File: config.mk
export PLATFORM = sky130hd
export DESIGN_NAME = frv_timer_subsys
export DESIGN_NICKNAME = d
export VERILOG_FILES = /design/src/rtl/frv_timer_pkg.sv /design/src/rtl/frv_timer_subsys.sv /design/src/rtl/frv_counters.sv /design/src/rtl/frv_req_fifo.sv /design/src/rtl/frv_mmio_ingress.sv
export VERILOG_INCLUDE_DIRS = /design/src /design/src/include
export SDC_FILE = /design/constraint.sdc
export NUM_CORES = 1
export LEC_CHECK = 0
export BUFFER_PORTS_ARGS = -buffer_cell sky130_fd_sc_hd__buf_4
export CORE_MARGIN = 5
export CORE_UTILIZATION = 40
export DETAILED_ROUTE_END_ITERATION = 8
export SYNTH_ARGS = -nofsm -noshare
export SYNTH_HDL_FRONTEND = slang
export SYNTH_HIERARCHICAL = 1
export SYNTH_SLANG_ARGS = --single-unit
File: constraint.sdc
create_clock -name g_clk -period 5.3 [get_ports g_clk]
set_input_delay 1.06 -clock g_clk [delete_from_list [all_inputs] [get_ports g_clk]]
set_output_delay 1.06 -clock g_clk [all_outputs]
set_load 0.03 [all_outputs]
File: src/include/frv_timer_defs.svh
// Timer subsystem configuration macros
// MMIO window, mtimecmp reset value, buffer depth and response credit limit

`ifndef FRV_TIMER_DEFS_SVH
`define FRV_TIMER_DEFS_SVH

// Timer window in the MMIO space
`define FRV_MMIO_BASE_ADDR  32'h0000_1000
`define FRV_MMIO_BASE_MASK  32'hFFFF_F000   // Fixed bits of the window

// mtimecmp starts at its largest value so no interrupt fires out of reset
`define FRV_MTIMECMP_RESET  64'hFFFF_FFFF_FFFF_FFFF

// Request buffer entries, also the host's initial request credits
`define FRV_REQ_FIFO_DEPTH  4

// Most response credits the counters block can hold at once
`define FRV_RSP_CREDITS_MAX 8

`endif
File: src/rtl/frv_timer_pkg.sv
// Shared vector types for the timer subsystem
// Address, data, counter, register select and credit widths

package frv_timer_pkg;

    // Byte address of an MMIO request
    typedef logic [31:0] mmio_addr_t;

    // Write or read data word
    typedef logic [31:0] mmio_data_t;

    // One counter or comparator value
    typedef logic [63:0] ctr_t;

    // Register select
    // 0 mtime low, 1 mtime high, 2 mtimecmp low, 3 mtimecmp high
    typedef logic [1:0] reg_sel_t;

    // Credit count, covers the larger of the two credit limits
    typedef logic [3:0] credit_t;

endpackage

File: src/rtl/frv_timer_subsys.sv
// Timer subsystem top level
// Ingress stage, request buffer and counters block

`timescale 1ns/1ps

module frv_timer_subsys (
    input  logic                      g_clk,
    input  logic                      g_resetn,

    // Host request port
    input  logic                      host_req_valid,
    input  logic                      host_req_wen,
    input  frv_timer_pkg::mmio_addr_t host_req_addr,
    input  frv_timer_pkg::mmio_data_t host_req_wdata,
    output logic                      host_req_credit,

    // Response port
    input  logic                      host_rsp_credit,
    output logic                      rsp_valid,
    output frv_timer_pkg::mmio_data_t rsp_rdata,
    output logic                      rsp_error,

    // Counters and interrupt
    input  logic                      instr_ret,
    input  logic                      inhibit_cy,
    input  logic                      inhibit_tm,
    input  logic                      inhibit_ir,
    output logic                      timer_interrupt,
    output frv_timer_pkg::ctr_t       ctr_time,
    output frv_timer_pkg::ctr_t       ctr_cycle,
    output frv_timer_pkg::ctr_t       ctr_instret
);

    // Ingress to buffer
    logic                      push;
    logic                      push_wen;
    frv_timer_pkg::reg_sel_t   push_sel;
    logic                      push_err;
    frv_timer_pkg::mmio_data_t push_wdata;

    // Buffer to counters
    logic                      fifo_valid;
    logic                      fifo_wen;
    frv_timer_pkg::reg_sel_t   fifo_sel;
    logic                      fifo_err;
    frv_timer_pkg::mmio_data_t fifo_wdata;
    logic                      pop;

    frv_mmio_ingress u_ingress (
        .g_clk          (g_clk),
        .g_resetn       (g_resetn),
        .host_req_valid (host_req_valid),
        .host_req_wen   (host_req_wen),
        .host_req_addr  (host_req_addr),
        .host_req_wdata (host_req_wdata),
        .push           (push),
        .push_wen       (push_wen),
        .push_sel       (push_sel),
        .push_err       (push_err),
        .push_wdata     (push_wdata)
    );

    frv_req_fifo u_req_fifo (
        .g_clk           (g_clk),
        .g_resetn        (g_resetn),
        .push            (push),
        .push_wen        (push_wen),
        .push_sel        (push_sel),
        .push_err        (push_err),
        .push_wdata      (push_wdata),
        .pop             (pop),
        .fifo_valid      (fifo_valid),
        .fifo_wen        (fifo_wen),
        .fifo_sel        (fifo_sel),
        .fifo_err        (fifo_err),
        .fifo_wdata      (fifo_wdata),
        .host_req_credit (host_req_credit)
    );

    frv_counters u_counters (
        .g_clk           (g_clk),
        .g_resetn        (g_resetn),
        .instr_ret       (instr_ret),
        .inhibit_cy      (inhibit_cy),
        .inhibit_tm      (inhibit_tm),
        .inhibit_ir      (inhibit_ir),
        .host_rsp_credit (host_rsp_credit),
        .fifo_valid      (fifo_valid),
        .fifo_wen        (fifo_wen),
        .fifo_sel        (fifo_sel),
        .fifo_err        (fifo_err),
        .fifo_wdata      (fifo_wdata),
        .pop             (pop),
        .rsp_valid       (rsp_valid),
        .rsp_rdata       (rsp_rdata),
        .rsp_error       (rsp_error),
        .timer_interrupt (timer_interrupt),
        .ctr_time        (ctr_time),
        .ctr_cycle       (ctr_cycle),
        .ctr_instret     (ctr_instret)
    );

endmodule

File: src/rtl/frv_counters.sv
// Machine timer and performance counters
// mtime, mtimecmp, cycle and instret counters, timer interrupt, and the
// buffered MMIO request server under response credits

`timescale 1ns/1ps

`include "frv_timer_defs.svh"

module frv_counters (
    input  logic                      g_clk,
    input  logic                      g_resetn,

    input  logic                      instr_ret,        // Instruction retired
    input  logic                      inhibit_cy,       // Hold cycle counter
    input  logic                      inhibit_tm,       // Hold mtime
    input  logic                      inhibit_ir,       // Hold instret

    input  logic                      host_rsp_credit,  // One response slot granted

    input  logic                      fifo_valid,
    input  logic                      fifo_wen,
    input  frv_timer_pkg::reg_sel_t   fifo_sel,
    input  logic                      fifo_err,
    input  frv_timer_pkg::mmio_data_t fifo_wdata,
    output logic                      pop,

    output logic                      rsp_valid,
    output frv_timer_pkg::mmio_data_t rsp_rdata,
    output logic                      rsp_error,

    output logic                      timer_interrupt,
    output frv_timer_pkg::ctr_t       ctr_time,
    output frv_timer_pkg::ctr_t       ctr_cycle,
    output frv_timer_pkg::ctr_t       ctr_instret
);

    frv_timer_pkg::credit_t   rsp_credits;
    frv_timer_pkg::ctr_t      mtime;
    frv_timer_pkg::ctr_t      mtimecmp;
    frv_timer_pkg::mmio_data_t rd_data;
    logic                     reg_write;

    // Serve the head request only when a response slot is held
    assign pop = fifo_valid && (rsp_credits != '0);

    always_ff @(posedge g_clk) begin
        if (!g_resetn) begin
            rsp_credits <= '0;
        end else begin
            case ({host_rsp_credit, pop})
                2'b10:   rsp_credits <= rsp_credits + 1'b1;
                2'b01:   rsp_credits <= rsp_credits - 1'b1;
                default: rsp_credits <= rsp_credits;
            endcase
        end
    end

    assign reg_write = pop && fifo_wen && !fifo_err;

    // mtime, a write wins over the increment
    always_ff @(posedge g_clk) begin
        if (!g_resetn) begin
            mtime <= '0;
        end else if (reg_write && fifo_sel == 2'd0) begin
            mtime <= {mtime[63:32], fifo_wdata};
        end else if (reg_write && fifo_sel == 2'd1) begin
            mtime <= {fifo_wdata, mtime[31:0]};
        end else if (!inhibit_tm) begin
            mtime <= mtime + 64'd1;
        end
    end

    always_ff @(posedge g_clk) begin
        if (!g_resetn) begin
            mtimecmp <= `FRV_MTIMECMP_RESET;
        end else if (reg_write && fifo_sel == 2'd2) begin
            mtimecmp <= {mtimecmp[63:32], fifo_wdata};
        end else if (reg_write && fifo_sel == 2'd3) begin
            mtimecmp <= {fifo_wdata, mtimecmp[31:0]};
        end
    end

    always_ff @(posedge g_clk) begin
        if (!g_resetn) begin
            timer_interrupt <= 1'b0;
        end else begin
            timer_interrupt <= mtime >= mtimecmp;
        end
    end

    // Read mux, values from before the pop edge
    always_comb begin
        case (fifo_sel)
            2'd0:    rd_data = mtime[31:0];
            2'd1:    rd_data = mtime[63:32];
            2'd2:    rd_data = mtimecmp[31:0];
            default: rd_data = mtimecmp[63:32];
        endcase
    end

    always_ff @(posedge g_clk) begin
        if (!g_resetn) begin
            rsp_valid <= 1'b0;
        end else begin
            rsp_valid <= pop;
        end
    end

    always_ff @(posedge g_clk) begin
        if (pop) begin
            rsp_error <= fifo_err;
            rsp_rdata <= (fifo_wen || fifo_err) ? '0 : rd_data;   // Zero on writes and faults
        end
    end

    assign ctr_time = mtime;

    always_ff @(posedge g_clk) begin
        if (!g_resetn) begin
            ctr_cycle <= '0;
        end else if (!inhibit_cy) begin
            ctr_cycle <= ctr_cycle + 64'd1;
        end
    end

    always_ff @(posedge g_clk) begin
        if (!g_resetn) begin
            ctr_instret <= '0;
        end else if (instr_ret && !inhibit_ir) begin
            ctr_instret <= ctr_instret + 64'd1;
        end
    end

    // Host never grants more slots than the block can track
    assert property (@(posedge g_clk) disable iff (!g_resetn)
        rsp_credits <= `FRV_RSP_CREDITS_MAX);

endmodule

File: src/rtl/frv_req_fifo.sv
// Request buffer between ingress and the counters block
// Circular buffer whose pops return request credits to the host

`timescale 1ns/1ps

`include "frv_timer_defs.svh"

module frv_req_fifo #(
    parameter int DEPTH = `FRV_REQ_FIFO_DEPTH
) (
    input  logic                      g_clk,
    input  logic                      g_resetn,

    input  logic                      push,
    input  logic                      push_wen,
    input  frv_timer_pkg::reg_sel_t   push_sel,
    input  logic                      push_err,
    input  frv_timer_pkg::mmio_data_t push_wdata,
    input  logic                      pop,

    output logic                      fifo_valid,
    output logic                      fifo_wen,
    output frv_timer_pkg::reg_sel_t   fifo_sel,
    output logic                      fifo_err,
    output frv_timer_pkg::mmio_data_t fifo_wdata,
    output logic                      host_req_credit
);

    localparam int PTR_W = (DEPTH > 1) ? $clog2(DEPTH) : 1;
    localparam int CNT_W = $clog2(DEPTH + 1);

    // Entry storage, one array per field
    logic                      mem_wen   [DEPTH];
    frv_timer_pkg::reg_sel_t   mem_sel   [DEPTH];
    logic                      mem_err   [DEPTH];
    frv_timer_pkg::mmio_data_t mem_wdata [DEPTH];

    logic [PTR_W-1:0] wr_ptr;
    logic [PTR_W-1:0] rd_ptr;
    logic [CNT_W-1:0] count;

    always_ff @(posedge g_clk) begin
        if (!g_resetn) begin
            wr_ptr <= '0;
            rd_ptr <= '0;
            count  <= '0;
        end else begin
            if (push) begin
                wr_ptr <= (wr_ptr == PTR_W'(DEPTH - 1)) ? '0 : wr_ptr + 1'b1;
            end
            if (pop) begin
                rd_ptr <= (rd_ptr == PTR_W'(DEPTH - 1)) ? '0 : rd_ptr + 1'b1;
            end
            case ({push, pop})
                2'b10:   count <= count + 1'b1;
                2'b01:   count <= count - 1'b1;
                default: count <= count;       // Idle or push and pop together
            endcase
        end
    end

    always_ff @(posedge g_clk) begin
        if (push) begin
            mem_wen[wr_ptr]   <= push_wen;
            mem_sel[wr_ptr]   <= push_sel;
            mem_err[wr_ptr]   <= push_err;
            mem_wdata[wr_ptr] <= push_wdata;
        end
    end

    // Head of the buffer
    assign fifo_valid = count != '0;
    assign fifo_wen   = mem_wen[rd_ptr];
    assign fifo_sel   = mem_sel[rd_ptr];
    assign fifo_err   = mem_err[rd_ptr];
    assign fifo_wdata = mem_wdata[rd_ptr];

    // One request credit back per freed entry
    always_ff @(posedge g_clk) begin
        if (!g_resetn) begin
            host_req_credit <= 1'b0;
        end else begin
            host_req_credit <= pop;
        end
    end

    // The host only sends with a credit in hand, so a full buffer never sees a push
    assert property (@(posedge g_clk) disable iff (!g_resetn)
        push |-> (count < CNT_W'(DEPTH)));

    assert property (@(posedge g_clk) disable iff (!g_resetn)
        pop |-> (count != '0));

endmodule

File: src/rtl/frv_mmio_ingress.sv
// MMIO ingress stage
// Registers host requests and decodes the timer window into a register
// select and an error flag

`timescale 1ns/1ps

`include "frv_timer_defs.svh"

module frv_mmio_ingress (
    input  logic                     g_clk,
    input  logic                     g_resetn,

    input  logic                     host_req_valid,
    input  logic                     host_req_wen,
    input  frv_timer_pkg::mmio_addr_t host_req_addr,
    input  frv_timer_pkg::mmio_data_t host_req_wdata,

    output logic                     push,
    output logic                     push_wen,
    output frv_timer_pkg::reg_sel_t  push_sel,
    output logic                     push_err,
    output frv_timer_pkg::mmio_data_t push_wdata
);

    frv_timer_pkg::mmio_addr_t win_offset;
    logic                      in_window;
    logic                      offset_ok;
    logic                      req_err;

    // Offset of the request inside the window
    assign win_offset = host_req_addr & ~`FRV_MMIO_BASE_MASK;

    assign in_window = (host_req_addr & `FRV_MMIO_BASE_MASK) == `FRV_MMIO_BASE_ADDR;
    assign offset_ok = win_offset < 32'd16;    // Only four word registers mapped
    assign req_err   = !(in_window && offset_ok);

    always_ff @(posedge g_clk) begin
        if (!g_resetn) begin
            push <= 1'b0;
        end else begin
            push <= host_req_valid;
        end
    end

    // Faulting requests still go through, their error response keeps order
    always_ff @(posedge g_clk) begin
        if (host_req_valid) begin
            push_wen   <= host_req_wen;
            push_sel   <= win_offset[3:2];     // Word index in the window
            push_err   <= req_err;
            push_wdata <= host_req_wdata;
        end
    end

endmodule

==> results.md <==
- Status: completed
- Ys Warns: 6
- Post_cts resized: 0
- Share of cells above drive strength 1: 21.7%
- Pwr dens: 366 nW/um^2
- Post-layout min period: 3.88 ns
- Post-synthesis sequential area ratio: a little over half
- Worst endpoint required time: 5.80 ns
- Antenna violations before repair: 1
- Worst setup path endpoint: u_counters/ctr_time[7]
- Iteration-0 DRC Markers: approximately 1.4k
- Port buffer count: between 200 and 300
- Hpwl dp: between 40,000 and 50,000 microns
- IO Pins: 301
- Top achievable clock speed: about 0.26 GHz
- Vias in the first global route: 17.3k
- P_leak: 10.5 nW
- Crit-path max FO: 18
- Maximum VDD drop: 0.297 mV
- CTS Hold Bufs: 0
- R2r setup slk: between 1 and 1.5 ns
- Max Clock Skew: around 0.031 ns
- Nets: 2,506
- Width of the die: 248 microns
- Synth top area share: about 28%
- Crit end category: flip-flop
- Critical path launch point type: flip-flop
- Max Cap Viol: 0
- Clk buf depth: 3
- Count leader, synth: dfxtp_1
- Slew of the pin with the lowest slew margin: 1.24 ns
- Cell count after synthesis: 2,077
- RSZ-0062 raised after global routing: false
- Critical path type: flip-flop to flip-flop
- Global-route wire length before repair: 103,000 microns
- Area Overhead vs Synth: 21.2%
- Cts bufs inserted: 54
- CTS clk-pin slew, worst paths: about 0.060 ns
- Largest area contributor in the netlist: edfxtp_1
- Final critical-path share of the clock period: 73.3%
- Post-CTS setup buffers: 0
- CP arrival: 4.38 ns
- Worst hold slack: 0.495 ns
- Gr usage total: 21.2%
- Largest net degree at the start of global routing: 75
- Routed length per instance: 21.3 microns
- Post-Syn Area: 22,700 sq um
- Netlist cell types: 76
- Core Area: 56,300 sq um
- Final wirelength: 67,200 microns
- Final setup viols: 0
- Post-route ant nets: 0
- TritonCTS clock tree: done
- Routed vias: ~18k
- Cell Rows: 87
- Fin. Hold Viols: 0
- Vias per cell: 5.64
- Drt drc: 0
- Clock root cell: clkbuf_16
- Largest cells by area after synthesis: edfxtp_1 28%, dfxtp_1 24%, mux4_2 6.1%
- N_diodes: 0
- Die Y: 248 microns
- Asr flop ratio synth: 0%
- Synthesized flop and latch total: between 400 and 500
- Starting Density: between 40% and 50%
- Post-synth EDFFs: roughly 210
- Syn Nets: 2,228
- TNS Setup: 0 ns
- GR Overflow Total: 0
- Clock sinks: 486
- Avg Inst Size Synth: 10.9 sq um
- H-tree depth: 2
- Max-slew headroom: ~17%
- DR pass1 iterations: 5
- Top_reg_cell synth: dfxtp_1
- Worst hold path class: flip-flop to flip-flop
- Reg2Reg Depth: 6
- Final slew viol count: 0
- Latest clock arrival within the worst-skew pair: 0.63 ns
- Die area: 61,700 sq um
- Worst r2r dst: u_counters/ctr_time[7]
- Gpl congestion: 0.923
- Synth top cells by count: 273 x dfxtp_1, 213 x edfxtp_1, 163 x nand2_1
how the worst min path moves through the flow:
| stage | from | end | slack (ns) | depth (start not counted) |
|---|---|---|---|---|
| global route | u_ingress/push_wdata[27] | u_req_fifo/mem_wdata[1][27] | 0.52 | 0 |
| floorplan | u_ingress/push_err | u_req_fifo/mem_err[0] | 0.46 | 0 |
| global placement | u_ingress/push_wdata[12] | u_req_fifo/mem_wdata[1][12] | 0.47 | 0 |
| CTS | u_ingress/push_wdata[28] | u_req_fifo/mem_wdata[0][28] | 0.49 | 0 |
| finish | u_ingress/push_wdata[26] | u_req_fifo/mem_wdata[1][26] | 0.50 | 0 |
| detailed placement | u_ingress/push_wdata[28] | u_req_fifo/mem_wdata[0][28] | 0.48 | 0 |
stage by stage:
| step | util [%] | power, mW | worst slack [ns] | cells | instance area [sq um] |
|---|---|---|---|---|---|
| finish | 48.9 | 10.1 | 1.42 | 3157 | 27500 |
| global route | 48.9 | 10.5 | 1.13 | 3157 | 27500 |
| CTS | 48.9 | 10.2 | 1.43 | 3157 | 27500 |
| detailed placement | 45.6 | 6.36 | 1.45 | 3055 | 25700 |
| global placement | 45.6 | 6.32 | 1.53 | 3055 | 25700 |
| floorplan | - | 5.68 | 2.29 | 2077 | 22700 |
worst max-delay path, cell delays in order, from the launching register on:
cell and delay [ns]:
dfxtp_2 0.75, mux4_2 0.67, or3b_1 0.47, nor2_1 0.67
nand2_1 0.71, o221ai_1 0.43, a21oi_1 0.07
cell type report:
class                           instances  area (sq um)
Fill cell                            5149         28800
Sequential cell                       486         11900
Multi-Input combinational cell       1388         10000
Timing Repair Buffer                  327          2450
Clock buffer                           76          1590
Tap cell                              756           946
Inverter                               98           370
Clock inverter                         26           272
logic make-up after synthesis:
group,Yosys count,share of synthesized area (%)
and+or+nand+nor,784,18.4
DFF,486,52.2
AOI/OAI and AO/OA,328,9.30
buffers and inverters,203,3.76
xor gates and xnor gates,117,4.51
muxes,81,7.43
adders and majority gates,78,4.36
sequential cells by signal, summed over array words and instances, names as in the netlist, 2 cells and up, named ones only:
signal,flops
u_ingress/push_sel,2
u_req_fifo/mem_wen,4
u_ingress/push_wdata,32
u_req_fifo/wr_ptr,2
u_counters/ctr_instret,64
u_counters/rsp_rdata,32
u_req_fifo/mem_wdata,128
u_req_fifo/mem_err,4
u_req_fifo/rd_ptr,2
u_req_fifo/count,3
u_counters/ctr_time,64
u_counters/ctr_cycle,64
u_counters/rsp_credits,4
u_counters/mtimecmp,64
u_req_fifo/mem_sel,8
power breakdown:
group / switching (mW) / leakage [nW] / internal (mW)
clock: 1.59 / 0.907 / 2.24
sequential: 0.192 / 4.17 / 4.19
combinational: 1.14 / 5.46 / 0.720
cell usage in the layout (no fill, tap or decap), types with 69 or more instances in the layout:
cell	netlist	routed
nand2_1	163	163
a21oi_1	85	85
buf_4	2	327
inv_1	97	96
edfxtp_1	213	213
dfxtp_1	273	272
nor2_1	162	161
xor2_1	69	69
nand4_1	85	85
nand3_1	97	97
ha_1	76	76
o211ai_1	76	76
metal layers:
| metal | routed length (microns) | GRT usage [%] | part of all wire, % | up-vias |
|---|---|---|---|---|
| met2 | 32500 | 35.5 | 48 | 600 |
| met4 | 1700 | 6.26 | 2.5 | 0 |
| li1 | - | - | - | 8315 |
| met1 | 28400 | 28.4 | 42 | 8777 |
| met3 | 4700 | 3.65 | 7.0 | 108 |
| met5 | 0 | 0 | 0 | - |
No activity file was read; power rests on OpenSTA's default activity.
